===== config.mk =====
export PLATFORM = sky130hd
export DESIGN_NAME = fm_reg_top
export DESIGN_NICKNAME = d
export VERILOG_FILES = /design/src/fm_pkg.sv /design/src/fm_ch_regs.sv /design/src/fm_keyon.sv /design/src/fm_op_regs.sv /design/src/fm_reg_top.sv /design/src/fm_slot_counter.sv /design/src/fm_slot_params.sv /design/src/fm_write_decode.sv
export SDC_FILE = /design/constraint.sdc
export NUM_CORES = 2
export LEC_CHECK = 0
export BUFFER_PORTS_ARGS = -buffer_cell sky130_fd_sc_hd__buf_2
export CORE_UTILIZATION = 62
export DETAILED_ROUTE_END_ITERATION = 10
export PLACE_DENSITY = 0.79
export SYNTH_ARGS = -nofsm -noshare
export SYNTH_HDL_FRONTEND = slang
export SYNTH_SLANG_ARGS = --single-unit
export TNS_END_PERCENT = 100

===== constraint.sdc =====
create_clock -name clk -period 42.5 [get_ports clk]
set_clock_uncertainty 0.05 [all_clocks]
set_input_delay 4.25 -clock clk [delete_from_list [all_inputs] [get_ports clk]]
set_output_delay 4.25 -clock clk [all_outputs]
set_load 0.01 [all_outputs]

===== src/fm_pkg.sv =====
// shared types for the FM register block
// slot code, bus data views, write request, parameter words
package fm_pkg;

    // op code is processing order: 0=s1 1=s3 2=s2 3=s4
    typedef struct packed {
        logic [1:0] op;
        logic [2:0] ch;     // 0,1,2,4,5,6 in 6-channel mode
    } slot_t;

    typedef struct packed {
        logic [3:0] mask;   // bit 0=s1 1=s2 2=s3 3=s4
        logic       rsv;
        logic [2:0] ch;
    } kon_view_t;

    typedef struct packed {
        logic [1:0] rsv;
        logic [2:0] fb;
        logic [2:0] alg;
    } fb_alg_view_t;

    typedef struct packed {
        logic [1:0] rl;
        logic [1:0] ams;
        logic       rsv;
        logic [2:0] pms;
    } pan_view_t;

    // same data byte, read per target register
    typedef union packed {
        kon_view_t    kon;
        fb_alg_view_t fb_alg;
        pan_view_t    pan;
    } data_view_u;

    typedef enum logic [3:0] {
        op_dt_mul, op_tl, op_ks_ar, op_am_d1r, op_d2r, op_sl_rr, op_ssg,
        ch_fnum, ch_fb_alg, ch_pan,
        keyon, none
    } reg_group_e;

    typedef struct packed {
        reg_group_e group;
        slot_t      slot;
        data_view_u data;
        logic [2:0] block;      // latched from 0xA4
        logic [2:0] fnum_hi;
    } wr_req_t;

    typedef struct packed {
        logic [2:0] dt1;
        logic [3:0] mul;
        logic [6:0] tl;
        logic [1:0] ks;
        logic [4:0] ar;
        logic       amen;
        logic [4:0] d1r;
        logic [4:0] d2r;
        logic [3:0] sl;
        logic [3:0] rr;
        logic       ssg_en;
        logic [2:0] ssg_eg;
    } op_params_t;

    typedef struct packed {
        logic [2:0]  block;
        logic [10:0] fnum;
        logic [2:0]  fb;
        logic [2:0]  alg;
        logic [1:0]  rl;
        logic [1:0]  ams;
        logic [2:0]  pms;
    } ch_params_t;

    typedef struct packed {
        slot_t      slot;
        logic       first;
        logic       keyon;
        logic       carrier;
        op_params_t op;
        ch_params_t ch;
    } slot_params_t;

    function automatic int slot_count(int num_ch);
        return 4 * num_ch;
    endfunction

endpackage


===== src/fm_ch_regs.sv =====
// channel settings store, one stage per channel
// fnum/block, fb/alg, pan/ams/pms
`timescale 1ns/100ps

module fm_ch_regs #(
    parameter int num_ch = 6
) (
    input  logic               clk,
    input  logic               rst_n,
    input  logic               clk_en,
    input  fm_pkg::slot_t      cur_slot,
    input  fm_pkg::wr_req_t    req,
    output fm_pkg::ch_params_t ch
);

    fm_pkg::ch_params_t stage [num_ch];
    fm_pkg::ch_params_t upd;

    assign ch = stage[num_ch-1];

    // channel advances every slot, so each pass of a channel is one stage
    always_comb begin
        upd = stage[num_ch-1];
        if (req.slot.ch == cur_slot.ch) begin
            case (req.group)
                fm_pkg::ch_fnum: begin
                    upd.block = req.block;
                    upd.fnum  = {req.fnum_hi, req.data};
                end
                fm_pkg::ch_fb_alg: begin
                    upd.fb  = req.data.fb_alg.fb;
                    upd.alg = req.data.fb_alg.alg;
                end
                fm_pkg::ch_pan: begin
                    upd.rl  = (num_ch == 3) ? 2'b11 : req.data.pan.rl;  // no stereo
                    upd.ams = req.data.pan.ams;
                    upd.pms = req.data.pan.pms;
                end
                default: ;
            endcase
        end
    end

    always_ff @(posedge clk) begin
        if (!rst_n) begin
            for (int i = 0; i < num_ch; i++) begin
                stage[i]    <= '0;
                stage[i].rl <= 2'b11;   // both speakers on
            end
        end else if (clk_en) begin
            stage[0] <= upd;
            for (int i = 1; i < num_ch; i++)
                stage[i] <= stage[i-1];
        end
    end

endmodule


===== src/fm_keyon.sv =====
// key-on bit per slot, set from the 0x28 register
`timescale 1ns/100ps

module fm_keyon #(
    parameter int num_ch = 6
) (
    input  logic            clk,
    input  logic            rst_n,
    input  logic            clk_en,
    input  fm_pkg::slot_t   cur_slot,
    input  fm_pkg::wr_req_t req,
    output logic            keyon
);

    localparam int n_slots = fm_pkg::slot_count(num_ch);

    logic [n_slots-1:0] kon_sr;
    logic [3:0]         mask;
    logic               upd;

    assign mask  = req.data.kon.mask;
    assign keyon = kon_sr[n_slots-1];

    // mask is s1,s2,s3,s4 but op codes run s1,s3,s2,s4: swap the code bits
    always_comb begin
        upd = kon_sr[n_slots-1];
        if (req.group == fm_pkg::keyon && req.slot.ch == cur_slot.ch)
            upd = mask[{cur_slot.op[0], cur_slot.op[1]}];
    end

    always_ff @(posedge clk) begin
        if (!rst_n)
            kon_sr <= '0;
        else if (clk_en)
            kon_sr <= {kon_sr[n_slots-2:0], upd};
    end

endmodule


===== src/fm_op_regs.sv =====
// operator settings store
// one shift stage per slot, rewritten as the target slot passes
`timescale 1ns/100ps

module fm_op_regs #(
    parameter int num_ch = 6
) (
    input  logic               clk,
    input  logic               rst_n,
    input  logic               clk_en,
    input  fm_pkg::slot_t      cur_slot,
    input  fm_pkg::wr_req_t    req,
    output fm_pkg::op_params_t op
);

    localparam int n_slots = fm_pkg::slot_count(num_ch);

    fm_pkg::op_params_t stage [n_slots];
    fm_pkg::op_params_t upd;
    logic [7:0]         d;

    assign op = stage[n_slots-1];  // entry for cur_slot
    assign d  = req.data;

    always_comb begin
        upd = stage[n_slots-1];
        if (req.slot == cur_slot) begin
            case (req.group)
                fm_pkg::op_dt_mul: begin
                    upd.dt1 = d[6:4];
                    upd.mul = d[3:0];
                end
                fm_pkg::op_tl: upd.tl = d[6:0];
                fm_pkg::op_ks_ar: begin
                    upd.ks = d[7:6];
                    upd.ar = d[4:0];
                end
                fm_pkg::op_am_d1r: begin
                    upd.amen = d[7];
                    upd.d1r  = d[4:0];
                end
                fm_pkg::op_d2r: upd.d2r = d[4:0];
                fm_pkg::op_sl_rr: begin
                    upd.sl = d[7:4];
                    upd.rr = d[3:0];
                end
                fm_pkg::op_ssg: begin
                    upd.ssg_en = d[3];
                    upd.ssg_eg = d[2:0];
                end
                default: ;  // channel and key-on groups not stored here
            endcase
        end
    end

    always_ff @(posedge clk) begin
        if (!rst_n) begin
            for (int i = 0; i < n_slots; i++)
                stage[i] <= '0;
        end else if (clk_en) begin
            stage[0] <= upd;    // recirculate
            for (int i = 1; i < n_slots; i++)
                stage[i] <= stage[i-1];
        end
    end

endmodule


===== src/fm_reg_top.sv =====
// register block top: decoder, sequencer, stores, output stage
`timescale 1ns/100ps

module fm_reg_top #(
    parameter int num_ch = 6
) (
    input  logic                 clk,
    input  logic                 rst_n,
    input  logic                 clk_en,
    input  logic                 addr_wr,
    input  logic                 data_wr,
    input  logic                 part,
    input  logic [7:0]           din,
    output logic                 busy,
    output fm_pkg::slot_params_t params
);

    fm_pkg::wr_req_t    req;
    fm_pkg::slot_t      cur_slot;
    logic               first;
    fm_pkg::op_params_t op;
    fm_pkg::ch_params_t ch;
    logic               keyon;

    fm_write_decode #(.num_ch(num_ch)) i_decode (
        .clk, .rst_n, .clk_en, .addr_wr, .data_wr, .part, .din,
        .req, .busy
    );

    fm_slot_counter #(.num_ch(num_ch)) i_slot_cnt (
        .clk, .rst_n, .clk_en, .cur_slot, .first
    );

    fm_op_regs #(.num_ch(num_ch)) i_op_regs (
        .clk, .rst_n, .clk_en, .cur_slot, .req, .op
    );

    fm_ch_regs #(.num_ch(num_ch)) i_ch_regs (
        .clk, .rst_n, .clk_en, .cur_slot, .req, .ch
    );

    fm_keyon #(.num_ch(num_ch)) i_keyon (
        .clk, .rst_n, .clk_en, .cur_slot, .req, .keyon
    );

    fm_slot_params i_out (
        .clk, .rst_n, .clk_en, .cur_slot, .first, .op, .ch, .keyon, .params
    );

endmodule


===== src/fm_slot_counter.sv =====
// slot sequencer in chip order, with first-slot flag
`timescale 1ns/100ps

module fm_slot_counter #(
    parameter int num_ch = 6
) (
    input  logic          clk,
    input  logic          rst_n,
    input  logic          clk_en,
    output fm_pkg::slot_t cur_slot,
    output logic          first
);

    fm_pkg::slot_t next_slot;

    // channel codes skip 3 (and 7) in 6-channel mode
    always_comb begin
        next_slot = cur_slot;
        if (num_ch == 6) begin
            if (cur_slot.ch == 3'd6)
                next_slot.op = cur_slot.op + 2'd1;
            if (cur_slot.ch[1:0] == 2'd2)
                next_slot.ch = cur_slot.ch + 3'd2;  // 6 wraps to 0
            else
                next_slot.ch = cur_slot.ch + 3'd1;
        end else begin
            if (cur_slot.ch == 3'd2) begin
                next_slot.op = cur_slot.op + 2'd1;
                next_slot.ch = 3'd0;
            end else begin
                next_slot.ch = cur_slot.ch + 3'd1;
            end
        end
    end

    always_ff @(posedge clk) begin
        if (!rst_n)
            cur_slot <= '0;
        else if (clk_en)
            cur_slot <= next_slot;
    end

    assign first = (cur_slot.op == 2'd0) && (cur_slot.ch == 3'd0);  // s1 of ch 0

endmodule


===== src/fm_slot_params.sv =====
// output register for the slot word
// carrier flag decoded from algorithm and operator
`timescale 1ns/100ps

module fm_slot_params (
    input  logic                 clk,
    input  logic                 rst_n,
    input  logic                 clk_en,
    input  fm_pkg::slot_t        cur_slot,
    input  logic                 first,
    input  fm_pkg::op_params_t   op,
    input  fm_pkg::ch_params_t   ch,
    input  logic                 keyon,
    output fm_pkg::slot_params_t params
);

    logic carrier;

    // op codes: 0=s1 1=s3 2=s2 3=s4
    always_comb begin
        case (ch.alg)
            3'd4:       carrier = cur_slot.op[1];           // s2, s4
            3'd5, 3'd6: carrier = cur_slot.op != 2'd0;      // all but s1
            3'd7:       carrier = 1'b1;
            default:    carrier = cur_slot.op == 2'd3;      // s4 only
        endcase
    end

    always_ff @(posedge clk) begin
        if (!rst_n) begin
            params       <= '0;
            params.ch.rl <= 2'b11;
        end else if (clk_en) begin
            params <= '{slot: cur_slot, first: first, keyon: keyon,
                        carrier: carrier, op: op, ch: ch};
        end
    end

endmodule


===== src/fm_write_decode.sv =====
// bus decoder: address latch, register group decode,
// block/fnum high latch and the one-round write request
`timescale 1ns/100ps

module fm_write_decode #(
    parameter int num_ch = 6
) (
    input  logic              clk,
    input  logic              rst_n,
    input  logic              clk_en,
    input  logic              addr_wr,
    input  logic              data_wr,
    input  logic              part,
    input  logic [7:0]        din,
    output fm_pkg::wr_req_t   req,
    output logic              busy
);

    localparam int n_slots = fm_pkg::slot_count(num_ch);
    localparam int cnt_w   = $clog2(n_slots);

    logic [7:0]         addr_q;
    logic [2:0]         block_latch;
    logic [2:0]         fnum_hi_latch;
    logic [cnt_w-1:0]   cnt;
    fm_pkg::data_view_u din_v;
    fm_pkg::reg_group_e dec_group;
    fm_pkg::slot_t      dec_slot;
    logic [2:0]         ch_code;
    logic               ch_ok;
    logic               is_latch;

    assign din_v    = din;
    assign ch_code  = {part, addr_q[1:0]};
    assign ch_ok    = (addr_q[1:0] != 2'd3) && (num_ch == 6 || !part);
    assign is_latch = (addr_q[7:2] == 6'b1010_01) && ch_ok;    // 0xA4-0xA6

    always_comb begin
        dec_group = fm_pkg::none;
        dec_slot  = '{op: addr_q[3:2], ch: ch_code};
        if (addr_q == 8'h28) begin
            dec_slot = '{op: 2'd0, ch: din_v.kon.ch};
            if (din_v.kon.ch[1:0] != 2'd3
                    && (num_ch == 6 || (!din_v.kon.ch[2] && !part)))
                dec_group = fm_pkg::keyon;
        end else if (ch_ok) begin
            case (addr_q[7:4])
                4'h3: dec_group = fm_pkg::op_dt_mul;
                4'h4: dec_group = fm_pkg::op_tl;
                4'h5: dec_group = fm_pkg::op_ks_ar;
                4'h6: dec_group = fm_pkg::op_am_d1r;
                4'h7: dec_group = fm_pkg::op_d2r;
                4'h8: dec_group = fm_pkg::op_sl_rr;
                4'h9: dec_group = fm_pkg::op_ssg;
                4'ha: if (addr_q[3:2] == 2'd0) dec_group = fm_pkg::ch_fnum;
                4'hb: begin
                    if (addr_q[3:2] == 2'd0)
                        dec_group = fm_pkg::ch_fb_alg;
                    else if (addr_q[3:2] == 2'd1)
                        dec_group = fm_pkg::ch_pan;
                end
                default: dec_group = fm_pkg::none;
            endcase
        end
    end

    always_ff @(posedge clk) begin
        if (!rst_n) begin
            addr_q        <= '0;
            block_latch   <= '0;
            fnum_hi_latch <= '0;
            busy          <= 1'b0;
            cnt           <= '0;
            req           <= '0;
            req.group     <= fm_pkg::none;
        end else if (clk_en) begin
            if (addr_wr)
                addr_q <= din;
            if (busy) begin
                if (cnt == '0) begin
                    busy      <= 1'b0;
                    req.group <= fm_pkg::none;  // round done
                end else begin
                    cnt <= cnt - 1'b1;
                end
            end else if (data_wr) begin     // writes during busy are lost
                if (is_latch) begin
                    block_latch   <= din[5:3];
                    fnum_hi_latch <= din[2:0];
                end
                if (dec_group != fm_pkg::none) begin
                    busy <= 1'b1;
                    cnt  <= cnt_w'(n_slots - 1);
                    req  <= '{group: dec_group, slot: dec_slot, data: din_v,
                              block: block_latch, fnum_hi: fnum_hi_latch};
                end
            end
        end
    end

endmodule


==> flow_metrics.tcl <==
set metrics [dict create \
    synth_adder_area_share_pct 0.0966 \
    fin_setup_tns_ns 0 \
    hold_buffers 0 \
    synthXorXnorAreaFrac_pct 0.169 \
    finalMaxSlewViolations 0 \
    worst-path-stages 6 \
    dieArea_mm2 0.0847 \
    crit_fanout 183 \
    gpl.final_weighted_congestion 0.839 \
    totalPowerFinal_uw 2850 \
    hold_path_depth 2 \
    grt_pass1_wl_um 143000 \
    grtUsageTotal_pct 21.4 \
    p_leak_uw 0.0252 \
    crit_chain "buf_8 > inv_1 > nand2_4 > buf_12 > buf_4 > buf_4" \
    start_util_pct 62.9 \
    synth_mux_area_share_pct 3.80 \
    layout_common_cells "1218 x edfxtp_1, 875 x and3_1, 267 x and2_1, 193 x mux2i_1, 188 x nor2_1" \
    synthSimpleGateAreaFrac_pct 16.5 \
    hp-class "register to register" \
    grt_max_degree 284 \
    status "complete, no violations" \
    max_freq_ghz 0.119 \
    drtPass1Iterations 6 \
    clkSinkCount 1369 \
    synthCells 3383 \
    tightestPinTransition_ns 1.21 \
    die_w_um 291 \
    ctsLongestPathBuffers 3 \
    core_mm2 0.0824 \
    synth_top_family_by_area "simple AND/OR/NAND/NOR gates" \
    drcViolationCount 0 \
    ff2ff_path_depth 5 \
    synth-seq-cells 1369 \
    timing.rr.end "i_ch_regs.stage[0][25]" \
    synth-compound-area-share_pct 0.732 \
    ys_seq_area_share_pct 76.5 \
    avgSynthCellArea_um2 15.3 \
    grt-ovfl-total 0 \
    ant_nets 0 \
    clk_latency_ns 0.73 \
    io_buffers 93 \
    postRouteWirelength_um 90100 \
    nNetsFinal 3371 \
    antenna_found_initial 3 \
    finalHoldViolations 0 \
    cts-root-buf "clkbuf_16" \
    post_cts_resized 0 \
    hp-start "i_decode.req[3]" \
    crit_top_cell "buf_4" \
    yosysWarnings 0 \
    cap_viol_max_count 0 \
    cts_tree "done" \
    clkTransAtPathRegs_ns 0.06 \
    area_growth_pct 10.1 \
    final_common_cell "edfxtp_1" \
    cts_buffers 132 \
    rows 105 \
    hold_end "i_decode.req[3]" \
    hpwl_um 48300 \
    chipHeight_um 291 \
    post-cts-setup-buffers 0 \
    r2r_setup_slack_ns 39.50 \
    post-route-period-util_pct 19.7 \
    path_buf_inv 5 \
    synth-edff-count 1218 \
    path_delay_family "buffers and inverters" \
    wire_per_inst_um 19.9 \
    async_reset_ff_share_pct 0 \
    vias_per_cell 5.89 \
    syn-num-nets 3401 \
    fin_crit_ns 8.39 \
    fillCellCount 5015 \
    rsz0062_at_grt "no" \
    layout-drive-gt1-share_pct 9.81 \
    cpPeakStageDelay_ns 0.95 \
    p_per_area_mw_per_mm2 50.0 \
    cp_slowest_cell "buf_4" \
    multiInputGateArea_mm2 0.0111 \
    synth_area_mm2 0.0518 \
    place_inst 4289 \
    via_count 26600 \
    drtIter0Drc 2960 \
    worstSetupPathType "primary input to register" \
    critical_path_arrival_ns 8.66 \
    final_cells 4526 \
    diodes 0 \
    endpoint_kind "register" \
    crit_path_start_kind "primary input" \
    max-slew-margin-rel_pct 19.2 \
    ff_latch_area_mm2 0.0396 \
    io_pins 94 \
    htree_levels 4 \
    r2r_start "i_slot_cnt.cur_slot[1]" \
    setup_viol_count_final 0 \
    synth.distinct_cells 57 \
    synth-main-ff-cell "edfxtp_1" \
    cp_data_required_time_ns 42.78 \
    peakVddDrop_uv 39.4 \
    grt_pass1_vias 25700 \
]
## worst register-to-register path: cells and delay by family, from the launching register on
family        cells  cell delay (ns)
simple gates      3             1.70
flops             1             0.44
xor+xnor          1             0.12
mux               1             0.40
## final cells by class
cell class | count | share of cell area, %
flip-flops and latches | 1369 | 69.4
well taps | 1070 | 2.35
repair buffers | 120 | 1.27
inverters | 7 | 0.0504
clock buffers | 170 | 6.11
multi-input cells | 1723 | 19.4
clock inverters | 67 | 1.44
## synthesized netlist by cell type, types with 4 or more instances
cell type / number / share of area, %
edfxtp_1: 1218 / 71
dfxtp_1: 151 / 5.8
buf_6: 4 / 0.087
a21oi_1: 19 / 0.18
nor3_1: 5 / 0.048
buf_2: 15 / 0.14
buf_1: 5 / 0.036
and2_1: 267 / 3.2
nand4_1: 4 / 0.048
ha_1: 4 / 0.097
inv_1: 7 / 0.051
and3_1: 875 / 11
nor2b_1: 6 / 0.072
clkbuf_1: 255 / 1.8
nand3_1: 11 / 0.11
nand2_1: 73 / 0.53
nor2_1: 188 / 1.4
xor2_1: 9 / 0.15
o21ai_0: 14 / 0.14
o211ai_1: 5 / 0.072
mux2i_1: 193 / 3.7
## stage by stage
step	hold WS [ns]	util [%]	setup WS [ns]	cell area (um^2)
after global placement	0.401	64.0	33.61	52700
after floorplan	0.384	-	9.99	51800
after global routing	0.439	69.3	33.78	57000
after CTS	0.418	69.3	34.21	57000
final	0.416	69.3	34.11	57000
after detailed placement	0.406	64.0	33.40	52700
## power by group
group / internal, uW / switching, uW
clock network: 668 / 498
logic: 32.5 / 72.6
registers: 1550 / 29.1
total: 2250 / 600
## worst max-delay path by stage
stage          startpoint  slack [ns]                      end
4_1_cts            clk_en       34.21  i_op_regs.stage[0][112]
6_report           clk_en       34.11    i_op_regs.stage[0][0]
3_3_place_gp       clk_en       33.61  i_op_regs.stage[0][331]
2_1_floorplan       rst_n        9.99    i_ch_regs.stage[0][0]
3_5_place_dp       clk_en       33.40  i_op_regs.stage[0][207]
5_1_grt            clk_en       33.78   i_op_regs.stage[0][44]
## metal layers
metal | GRT usage, % | share of wire [%]
met1 | 31.8 | 45
met3 | 3.70 | 5.9
met4 | 7.64 | 2.4
met2 | 32.1 | 47
met5 | 0 | 0
## flip-flops by register name, summed over array words and instances, names as in the netlist
register	cells
i_op_regs.stage	1056
i_ch_regs.stage	162
i_out.params	79
i_keyon.kon_sr	24
i_decode.req	23
i_decode.addr_q	8
i_decode.cnt	5
i_slot_cnt.cur_slot	5
i_decode.block_latch	3
i_decode.fnum_hi_latch	3
i_decode.busy	1
## logic make-up after synthesis
group	count (synthesis)
fa+ha+maj	4
xor+xnor	10
simple gates	1457
buf+inv	291
flops	1369
compound gates	57
mux	195
No activity file was read; power rests on OpenSTA's default activity.
